`src/design/mcp_params.svh`:
```
`ifndef MCP_PARAMS_SVH
`define MCP_PARAMS_SVH

// location counter and microinstruction widths
`define MCP_ADDR_W         11
`define MCP_MI_W           18
`define MCP_FIELD_W        12          // address or flag select field
`define MCP_TR_W           16          // translation register

// first microinstruction after system reset
`define MCP_RESET_ADDR     11'h001

// upper five address bits of the macro dispatch table
`define MCP_DISPATCH_BASE  5'b11000

// vector table, two words per request level
`define MCP_VECTOR_BASE    11'h010

`endif

```
`src/design/mcp_pkg.sv`:
```
`include "mcp_params.svh"

package mcp_pkg;

   typedef logic [`MCP_ADDR_W-1:0] mcp_addr_t;    // microprogram address

   typedef enum logic [3:0]
   {
      NEXT        = 4'h0,     // increment
      JUMP        = 4'h1,     // load all 11 bits
      JUMP_LOW    = 4'h2,     // low 8 bits on cond
      RETURN      = 4'h3,     // from return register
      LOAD_TR     = 4'h4,     // translation register load
      DISPATCH    = 4'h5,     // macro dispatch or vector
      CLR_STATUS  = 4'h6,
      SET_FLAG    = 4'h7,     // internal request 5..7
      CLR_FLAG    = 4'h8,
      READ        = 4'h9,     // bus read start
      WRITE       = 4'ha,     // bus write start
      WRITE_BYTE  = 4'hb,
      IACK        = 4'hc,     // interrupt acknowledge
      END_CYCLE   = 4'hd      // wait for ready, end bus cycle
   } mcp_op_e;

   typedef struct packed
   {
      logic                     rni;     // read next instruction
      logic                     call;    // store return address
      mcp_op_e                  op;
      logic [`MCP_FIELD_W-1:0]  field;   // target or flag select
   } mcp_mi_t;

   typedef struct packed
   {
      logic       sel_hold;   // counter sources, one-hot
      logic       sel_inc;
      logic       sel_jlo;
      logic       sel_jhi;
      logic       sel_tra;
      logic       sel_ret;
      logic       ld_mi;      // register loads
      logic       ld_tr;
      logic       ld_rr;
      logic       clr_ts;     // translation status
      logic       ld_ts;
      logic       flag_set;   // internal request flags
      logic       flag_clr;
      logic [2:0] flag_sel;
      logic       bus_rd;     // bus cycle requests
      logic       bus_wr;
      logic       bus_end;
      logic       bus_byte;
      logic       bus_iack;
   } mcp_ctl_t;

   typedef struct packed
   {
      logic syn;     // cycle sync
      logic di;      // data in strobe
      logic dout;    // data out, gated by syn
      logic inrak;   // interrupt ack
      logic wrby;    // write byte
      logic wi;      // wait
   } mcp_bus_t;

endpackage

```
`src/design/mcp_bus_ctl.sv`:
```
`timescale 1ns/1ps

module mcp_bus_ctl
(
   input  logic               pin_clk,
   input  logic               arst_n,
   input  logic               c1,        // phase 1 tick
   input  logic               c4,        // phase 4, byte strobe
   input  mcp_pkg::mcp_ctl_t  ctl,
   input  logic               sr,        // system reset latch
   input  logic               bbusy,     // bus busy pin
   input  logic               ra,        // ready pin
   output mcp_pkg::mcp_bus_t  bus,
   output logic               stall      // hold counter and mir
);

logic syn;
logic di;
logic di_set;     // read started, di follows syn
logic dout;
logic inrak;
logic wrby;
logic wi;
logic start_go;   // start accepted, bus free
logic end_go;     // end accepted, slave ready

assign start_go = (ctl.bus_rd | ctl.bus_wr) & ~bbusy;
assign end_go   = ctl.bus_end & ra;

// wait on busy at start, or no ready at end
assign wi = ~sr & (((ctl.bus_rd | ctl.bus_wr) & bbusy) | (ctl.bus_end & ~ra));

assign stall = wi;

always_ff @(posedge pin_clk or negedge arst_n)
begin
   if (!arst_n)
   begin
      syn    <= 1'b0;
      di     <= 1'b0;
      di_set <= 1'b0;
      dout   <= 1'b0;
      inrak  <= 1'b0;
   end
   else if (c1)
   begin
      di_set <= ~sr & ctl.bus_rd & ~bbusy & ~syn;
      syn    <= ~sr & (syn | start_go) & ~end_go;
      di     <= ~sr & (di | (syn & di_set)) & ~ctl.bus_end;   // one tick after syn
      dout   <= ~sr & (dout | (ctl.bus_wr & ~bbusy)) & ~ctl.bus_end;
      inrak  <= ~sr & (inrak | ctl.bus_iack) & ~end_go;        // up to cycle end
   end
end

// byte write strobe on the later phase
always_ff @(posedge pin_clk or negedge arst_n)
begin
   if (!arst_n)
      wrby <= 1'b0;
   else if (c4)
   begin
      if (sr || end_go)
         wrby <= 1'b0;
      else if (ctl.bus_byte && !bbusy)
         wrby <= 1'b1;
   end
end

always_comb
begin
   bus.syn   = syn;
   bus.di    = di;
   bus.dout  = dout & syn;                   // only while cycle active
   bus.inrak = inrak;
   bus.wrby  = wrby;
   bus.wi    = wi;
end

endmodule

```
`src/design/mcp_control.sv`:
```
`timescale 1ns/1ps
`include "mcp_params.svh"

module mcp_control
(
   input  logic                    pin_clk,
   input  logic                    arst_n,
   input  logic                    pin_c1,      // phase 1 strobe
   input  logic                    pin_c4,      // phase 4 strobe
   input  logic                    pin_cond,    // branch condition
   input  logic [`MCP_MI_W-1:0]    pin_mi,      // microinstruction bus
   input  logic [4:1]              pin_inrrq,   // interrupt requests
   input  logic                    pin_bbusy,   // bus busy
   input  logic                    pin_sr_n,    // system reset
   input  logic                    pin_ra,      // ready
   output mcp_pkg::mcp_addr_t      pin_lc,      // next fetch address
   output logic                    pin_nop,     // nop during reset
   output mcp_pkg::mcp_bus_t       pin_bus
);

mcp_pkg::mcp_mi_t    mi;
mcp_pkg::mcp_ctl_t   ctl;
mcp_pkg::mcp_addr_t  pta;
logic [`MCP_TR_W-1:0] tr;
logic [2:0]          ts;
logic [2:0]          tsr_next;
logic [7:1]          irq;
logic                rni;
logic                sr;
logic                taken;
logic                ltsr;
logic                stall;

mcp_decode i_mcp_decode
(
   .mi       (mi),
   .cond     (pin_cond),
   .stall    (stall),
   .sr       (sr),
   .ctl      (ctl)
);

mcp_translate i_mcp_translate
(
   .rni      (rni),
   .tr       (tr),
   .ts       (ts),
   .irq      (irq),
   .pta      (pta),
   .taken    (taken),
   .tsr_next (tsr_next),
   .ltsr     (ltsr)
);

mcp_sequencer i_mcp_sequencer
(
   .pin_clk  (pin_clk),
   .arst_n   (arst_n),
   .c1       (pin_c1),
   .mi_in    (pin_mi),
   .sr_n     (pin_sr_n),
   .inrrq    (pin_inrrq),
   .ctl      (ctl),
   .pta      (pta),
   .taken    (taken),
   .tsr_next (tsr_next),
   .ltsr     (ltsr),
   .mi       (mi),
   .tr       (tr),
   .ts       (ts),
   .irq      (irq),
   .rni      (rni),
   .sr       (sr),
   .lc_next  (pin_lc)
);

mcp_bus_ctl i_mcp_bus_ctl
(
   .pin_clk  (pin_clk),
   .arst_n   (arst_n),
   .c1       (pin_c1),
   .c4       (pin_c4),
   .ctl      (ctl),
   .sr       (sr),
   .bbusy    (pin_bbusy),
   .ra       (pin_ra),
   .bus      (pin_bus),
   .stall    (stall)
);

assign pin_nop = sr;

endmodule

```
`src/design/mcp_decode.sv`:
```
`timescale 1ns/1ps

module mcp_decode
(
   input  mcp_pkg::mcp_mi_t   mi,      // held microinstruction
   input  logic               cond,    // branch condition pin
   input  logic               stall,   // bus wait
   input  logic               sr,      // system reset latch
   output mcp_pkg::mcp_ctl_t  ctl
);

always_comb
begin
   ctl = '0;
   ctl.flag_sel = mi.field[2:0];             // flag index 5..7
   if (sr)
   begin
      // only the reset path runs, counter forced in sequencer
      ctl.sel_hold = 1'b1;
      ctl.ld_mi    = 1'b1;                   // fetch at reset address
   end
   else
   begin
      // bus requests stay visible while waiting
      case (mi.op)
         mcp_pkg::READ:       ctl.bus_rd   = 1'b1;
         mcp_pkg::WRITE:      ctl.bus_wr   = 1'b1;
         mcp_pkg::WRITE_BYTE:
         begin
            ctl.bus_wr   = 1'b1;
            ctl.bus_byte = 1'b1;
         end
         mcp_pkg::IACK:       ctl.bus_iack = 1'b1;
         mcp_pkg::END_CYCLE:  ctl.bus_end  = 1'b1;
         default:             ctl.bus_rd   = 1'b0;
      endcase

      if (stall)
         ctl.sel_hold = 1'b1;                // freeze counter and mir
      else
      begin
         ctl.ld_mi = 1'b1;
         ctl.ld_rr = mi.call;                // return = lc + 1
         case (mi.op)
            mcp_pkg::JUMP:       ctl.sel_jhi = 1'b1;
            mcp_pkg::JUMP_LOW:
            begin
               ctl.sel_jlo = cond;           // low byte when taken
               ctl.sel_inc = ~cond;
            end
            mcp_pkg::RETURN:     ctl.sel_ret = 1'b1;
            mcp_pkg::LOAD_TR:
            begin
               ctl.ld_tr   = 1'b1;           // word from mi bus
               ctl.sel_inc = 1'b1;
            end
            mcp_pkg::DISPATCH:
            begin
               ctl.sel_tra = 1'b1;           // increments if rni clear
               ctl.ld_ts   = 1'b1;
            end
            mcp_pkg::CLR_STATUS:
            begin
               ctl.clr_ts  = 1'b1;
               ctl.sel_inc = 1'b1;
            end
            mcp_pkg::SET_FLAG:
            begin
               ctl.flag_set = 1'b1;
               ctl.sel_inc  = 1'b1;
            end
            mcp_pkg::CLR_FLAG:
            begin
               ctl.flag_clr = 1'b1;
               ctl.sel_inc  = 1'b1;
            end
            default:             ctl.sel_inc = 1'b1;   // NEXT and bus ops
         endcase
      end
   end
end

endmodule

```
`src/design/mcp_sequencer.sv`:
```
`timescale 1ns/1ps
`include "mcp_params.svh"

module mcp_sequencer
(
   input  logic                    pin_clk,
   input  logic                    arst_n,
   input  logic                    c1,         // phase 1 tick
   input  logic [`MCP_MI_W-1:0]    mi_in,      // microinstruction pins
   input  logic                    sr_n,       // system reset pin
   input  logic [4:1]              inrrq,      // external requests
   input  mcp_pkg::mcp_ctl_t       ctl,
   input  mcp_pkg::mcp_addr_t      pta,
   input  logic                    taken,
   input  logic [2:0]              tsr_next,
   input  logic                    ltsr,
   output mcp_pkg::mcp_mi_t        mi,         // instruction register
   output logic [`MCP_TR_W-1:0]    tr,         // translation register
   output logic [2:0]              ts,         // translation status
   output logic [7:1]              irq,        // request latches
   output logic                    rni,
   output logic                    sr,         // reset latch, also nop
   output mcp_pkg::mcp_addr_t      lc_next     // next counter value
);

mcp_pkg::mcp_addr_t  lc;         // location counter
mcp_pkg::mcp_addr_t  lc_inc;
mcp_pkg::mcp_addr_t  rr;         // return register
mcp_pkg::mcp_addr_t  jlo_addr;   // low byte replaced
logic                use_inc;    // increment, or dispatch not taken
logic                use_tra;

assign lc_inc   = lc + mcp_pkg::mcp_addr_t'(1);
assign jlo_addr = {lc[`MCP_ADDR_W-1:8], mi.field[7:0]};
assign use_tra  = ctl.sel_tra & taken;
assign use_inc  = ctl.sel_inc | (ctl.sel_tra & ~taken);

// or-mux over one-hot sources, reset overrides
always_comb
begin
   if (sr)
      lc_next = `MCP_RESET_ADDR;
   else
      lc_next = ({`MCP_ADDR_W{ctl.sel_hold}} & lc)
              | ({`MCP_ADDR_W{use_inc}}      & lc_inc)
              | ({`MCP_ADDR_W{ctl.sel_jlo}}  & jlo_addr)
              | ({`MCP_ADDR_W{ctl.sel_jhi}}  & mi.field[`MCP_ADDR_W-1:0])
              | ({`MCP_ADDR_W{use_tra}}      & pta)
              | ({`MCP_ADDR_W{ctl.sel_ret}}  & rr);
end

assign rni = mi.rni;

// control state
always_ff @(posedge pin_clk or negedge arst_n)
begin
   if (!arst_n)
   begin
      sr  <= 1'b1;                           // power up as system reset
      lc  <= `MCP_RESET_ADDR;
      mi  <= '0;
      ts  <= 3'd0;
      irq <= '0;
   end
   else if (c1)
   begin
      sr <= ~sr_n;
      lc <= lc_next;
      if (ctl.ld_mi)
         mi <= mcp_pkg::mcp_mi_t'(mi_in);
      if (ctl.clr_ts)
         ts <= 3'd0;
      else if (ctl.ld_ts && ltsr)
         ts <= tsr_next;                     // level now in service
      irq[4:1] <= inrrq;                     // sampled every tick
      for (int i = 5; i <= 7; i++)
      begin
         if (ctl.flag_set && (ctl.flag_sel == 3'(i)))
            irq[i] <= 1'b1;
         else if (ctl.flag_clr && (ctl.flag_sel == 3'(i)))
            irq[i] <= 1'b0;
      end
   end
end

// payload registers
always_ff @(posedge pin_clk)
begin
   if (c1)
   begin
      if (ctl.ld_rr)
         rr <= lc_inc;                       // resume after the call
      if (ctl.ld_tr)
         tr <= mi_in[`MCP_TR_W-1:0];         // macro word from mi pins
   end
end

endmodule

```
`src/design/mcp_translate.sv`:
```
`timescale 1ns/1ps
`include "mcp_params.svh"

module mcp_translate
(
   input  logic                    rni,        // read next instruction
   input  logic [`MCP_TR_W-1:0]    tr,         // translation register
   input  logic [2:0]              ts,         // current status level
   input  logic [7:1]              irq,        // latched requests
   output mcp_pkg::mcp_addr_t      pta,        // translated address
   output logic                    taken,      // translation used
   output logic [2:0]              tsr_next,   // level of taken vector
   output logic                    ltsr        // status load
);

logic [2:0]          idx;        // highest pending level
logic                pending;    // request above status
mcp_pkg::mcp_addr_t  vec_off;    // two words per vector
mcp_pkg::mcp_addr_t  disp_addr;  // macro handler entry

// priority encoder, higher index wins
always_comb
begin
   idx = 3'd0;
   for (int i = 1; i <= 7; i++)
   begin
      if (irq[i] && (3'(i) > ts))    // masked at or below status
         idx = 3'(i);
   end
end

assign pending = (idx != 3'd0);

assign vec_off   = mcp_pkg::mcp_addr_t'({idx, 1'b0});
assign disp_addr = {`MCP_DISPATCH_BASE, tr[`MCP_TR_W-1:`MCP_TR_W-6]};   // opcode bits

always_comb
begin
   if (pending)
      pta = `MCP_VECTOR_BASE + vec_off;       // interrupt vector
   else
      pta = disp_addr;
end

// dispatch only with a fresh macro word
assign taken = rni;

// status remembers which vector went out
assign tsr_next = idx;
assign ltsr     = rni & pending;

endmodule
```
`config.mk`:
```
export PLATFORM = sky130hd
export DESIGN_NAME = mcp_control
export DESIGN_NICKNAME = d
export VERILOG_FILES = /design/src/design/mcp_pkg.sv /design/src/design/mcp_bus_ctl.sv /design/src/design/mcp_control.sv /design/src/design/mcp_decode.sv /design/src/design/mcp_sequencer.sv /design/src/design/mcp_translate.sv
export VERILOG_INCLUDE_DIRS = /design/src /design/src/design
export SDC_FILE = /design/constraint.sdc
export NUM_CORES = 1
export LEC_CHECK = 0
export BUFFER_PORTS_ARGS = -buffer_cell sky130_fd_sc_hd__buf_2
export CAP_MARGIN = 30
export CORE_ASPECT_RATIO = 2
export CORE_MARGIN = 2
export CORE_UTILIZATION = 25
export CTS_BUF_LIST = sky130_fd_sc_hd__clkbuf_16
export DETAILED_ROUTE_END_ITERATION = 8
export SYNTH_ARGS = -nofsm -noshare
export SYNTH_HDL_FRONTEND = slang
export SYNTH_SLANG_ARGS = --single-unit
```
`constraint.sdc`:
```
create_clock -name pin_clk -period 2.6 [get_ports pin_clk]
set_clock_uncertainty 0.05 [all_clocks]
set_input_delay 0.52 -clock pin_clk [delete_from_list [all_inputs] [get_ports pin_clk]]
set_output_delay 0.52 -clock pin_clk [all_outputs]
set_load 0.02 [all_outputs]
```
==> impl_metrics.yaml <==
outcome:
  outcome: "complete, but fails checks"
  failed_checks: "setup timing"
yosys:
  synth-seq-cells: 62
  synth_edf_count: 17
  count_of_different_cell_masters_after_synthesis: 62
  post_synth_instance_area_um2: 3280
  synth-warning-count: 0
  ys.flop_type: "sky130_fd_sc_hd__dfrtp_1"
  ys_async_sr_fraction: 0.726
  synthesized_area_per_cell_um2: 11.1
  synth.yosys.seq_area_share: 0.500
  syn_inst: 294
  mappedNetlistNets: 325
routing:
  wire_length_per_cell_after_detailed_routing_um: 19.1
  drt_wl_total_um: 10600
  detailroute.via_count: 2870
  route.detailed.vias_per_inst: 5.20
  final_antenna_net_count: 0
  drc: 0
  drtIter0Drc: 141
  drtPass1Iterations: 4
final_layout:
  syn_to_final_growth_pct: 42.6
  most-common-layout-cells: "65 x sky130_fd_sc_hd__buf_4, 39 x sky130_fd_sc_hd__dfrtp_1, 38 x sky130_fd_sc_hd__buf_2"
  layout.cells.most_common: "sky130_fd_sc_hd__buf_4"
  final_layout_size_suffix_gt1_frac: 0.515
  antenna_cells: 0
  nets: 426
  postLayoutCellArea_um2: 4670
  layoutNonFillerInstCount: 552
grt:
  antenna_found_initial: 0
  grt_max_degree: 36
  grt_first_pass_wirelength_um: 16200
  gr-usage-all-layers: 0.149
  grt_remaining_overflow: 0
  first_global_vias: 3067
sta:
  maxSlewHeadroom: 0.416
  final_hold_viol_count: 0
  final.period_utilization: 1.09
  unrepaired_setup_endpoints_after_global_routing: "true"
  setup_viol: 11
  final.setup.worst_slack_ps: -238
  final_max_slew_viol_count: 0
  tightest_slew_ps: 876
  hold_ws_ps: 264
  finalWorstPathRequiredPeriod_ps: 2840
  fmax_ghz: 0.352
pwr:
  power.static_leakage_nw: 2.01
  vdd_drop_max_mv: 0.374
  total_power_w: 0.00331
  clock_power_share: 0.373
  p_sw_w: 0.000939
  power_report.internal_total_w: 0.00237
  pwr-share-comb: 0.254
  seqPwrFrac: 0.373
  sw_frac_of_total: 0.284
  powerDensity_nw_per_um2: 709
placed_design:
  dp.cells: 514
  dp.final_hpwl_um: 7640
  place_ws_ps: -55.6
  portBuffers: 47
  placedInstanceArea_um2: 3920
  place_congestion: 0.819
clock_tree:
  cts_inserted_buffers: 9
  clk_root_buffer_cell: "sky130_fd_sc_hd__clkbuf_16"
  clock_tree.htree_level_count: 3
  cts_buffer_depth: 2
  clkSlewWorstSetupHoldPaths_ps: 50
  insertion_delay_ps: 330
  cts_tree: "built"
  cts.sink_count: 62
  cts.hold.buffers_added: 0
worst_setup_path:
  setup.worst_path.start: "i_mcp_sequencer.sr"
  crit_chain: "nor2_2 -> a221o_2 -> nor3_4 -> buf_6 -> a222oi_1 -> a21oi_1 -> buf_4"
  critPathArrivalTime_ps: 2270
  critPathBufInv: 2
  timing.critical_path.to_type: "output pin"
  max_stage_delay_ps: 570
  r2r_slack_ps: 300
  cpMaxStageDelayCell: "sky130_fd_sc_hd__dfstp_2"
  worstSetupPathType: "reg -> out"
  critPathLaunchType: "register"
  critical_path.reg2reg.startpoint: "i_mcp_sequencer.sr"
  timing.critical_path.max_delay_family: "compound AO/OA/AOI/OAI gates"
  crit_required_ps: 2030
  worstPathMaxFanout: 5
floorplanning:
  initial_standard_cell_utilization_of_the_core: 0.254
  die_width_um: 84.9
  design.die.area_um2: 14100
  die_height_um: 166
  design.core.area_um2: 12900
  ioPinCount: 48
  fp-row-count: 59
flow_run:
  number_of_max_cap_violations: 0
hold_path:
  path_category_of_the_worst_min_delay_check: "in -> async"
logic make-up after synthesis:
| logic type | synth area share |
|---|---|
| buffers and inverters | 0.0420 |
| adder cells (fa/ha/maj) | 0.00382 |
| flip-flops | 0.500 |
| XOR/XNOR | 0.0241 |
| AO/OA/AOI/OAI | 0.181 |
| multiplexers | 0.0917 |
| AND/OR/NAND/NOR | 0.157 |
path summary, 6_finish.rpt:
path	end	depth (start not counted)
worst max-delay path	pin_lc[6]	7
worst min-delay path	i_mcp_sequencer.mi[16]	1
worst max register to register	i_mcp_sequencer.lc[7]	7
worst min register to register	i_mcp_bus_ctl.di	2
max in group asynchronous	i_mcp_sequencer.mi[7]	2
min in group pin_clk	i_mcp_sequencer.sr	2
routing by layer:
metal | part of all wire | global-route usage
met1 | 0.34 | 0.137
met2 | 0.57 | 0.279
met3 | 0.037 | 0.0249
met4 | 0.055 | 0.112
met5 | 0 | 0
final cells by class:
class,instances,area (um2)
fillers,1220,8250
repair buffers,113,792
flip-flops and latches,62,1640
clock buffers,9,225
inverters,4,15.0
multi-input cells,205,1720
clock inverters,7,80.1
well taps,152,190
state kept, by name (all words and copies together) (netlist names):
register,cells
i_mcp_bus_ctl.wrby,1
i_mcp_bus_ctl.dout,1
i_mcp_bus_ctl.syn,1
i_mcp_bus_ctl.di,1
i_mcp_sequencer.irq,7
i_mcp_sequencer.rr,11
i_mcp_sequencer.mi,16
i_mcp_bus_ctl.di_set,1
i_mcp_sequencer.ts,3
i_mcp_bus_ctl.inrak,1
i_mcp_sequencer.lc,11
i_mcp_sequencer.tr,6
i_mcp_sequencer.sr,1
i_mcp_sequencer.rni,1
synth_stat cells (6+ instances only):
library cell | instances | share of area
sky130_fd_sc_hd__dfrtp_1 | 43 | 0.33
sky130_fd_sc_hd__nor2_1 | 31 | 0.036
sky130_fd_sc_hd__mux2_2 | 24 | 0.083
sky130_fd_sc_hd__edfxtp_1 | 17 | 0.16
sky130_fd_sc_hd__o21ai_0 | 13 | 0.020
sky130_fd_sc_hd__a21oi_1 | 10 | 0.015
sky130_fd_sc_hd__clkbuf_1 | 9 | 0.010
sky130_fd_sc_hd__nor3_1 | 7 | 0.011
sky130_fd_sc_hd__a31oi_1 | 6 | 0.011
sky130_fd_sc_hd__buf_4 | 6 | 0.014
sky130_fd_sc_hd__nand2_1 | 6 | 0.0069
sky130_fd_sc_hd__nand4_1 | 6 | 0.011
sky130_fd_sc_hd__o2bb2ai_1 | 6 | 0.016
sky130_fd_sc_hd__xor2_1 | 6 | 0.016
power groups by stage:
stage,clock (W),sequential (W),combinational (W)
after floorplan,0,0.00119,0.000434
after global placement,0,0.00124,0.000645
after detailed placement,0,0.00124,0.000657
after CTS,0.00125,0.00123,0.000718
after global routing,0.00130,0.00125,0.000897
final,0.00123,0.00123,0.000842
stage by stage:
| stage | util | setup TNS (ps) |
|---|---|---|
| after detailed placement | 0.304 | -137 |
| after floorplan | - | -0.0255 |
| after global placement | 0.304 | -82.7 |
| after global routing | 0.361 | -3070 |
| after CTS | 0.343 | -2080 |
| final | 0.361 | -2080 |
worst reg2reg max path: cells and delay by family (launching register included):
kind	cells	cell delay [ps]
and+or+nand+nor	1	60
muxes	1	250
DFF	1	570
buffers and inverters	2	350
AOI/OAI and AO/OA	3	890
repair_timing:
| action | CTS | global route |
|---|---|---|
| gates resized for setup | 37 | 33 |
| setup buffers | 9 | 14 |
| endpoints found under the setup margin | 11 | 11 |
| pin swaps | 15 | 16 |
No activity file was read; power rests on OpenSTA's default activity.
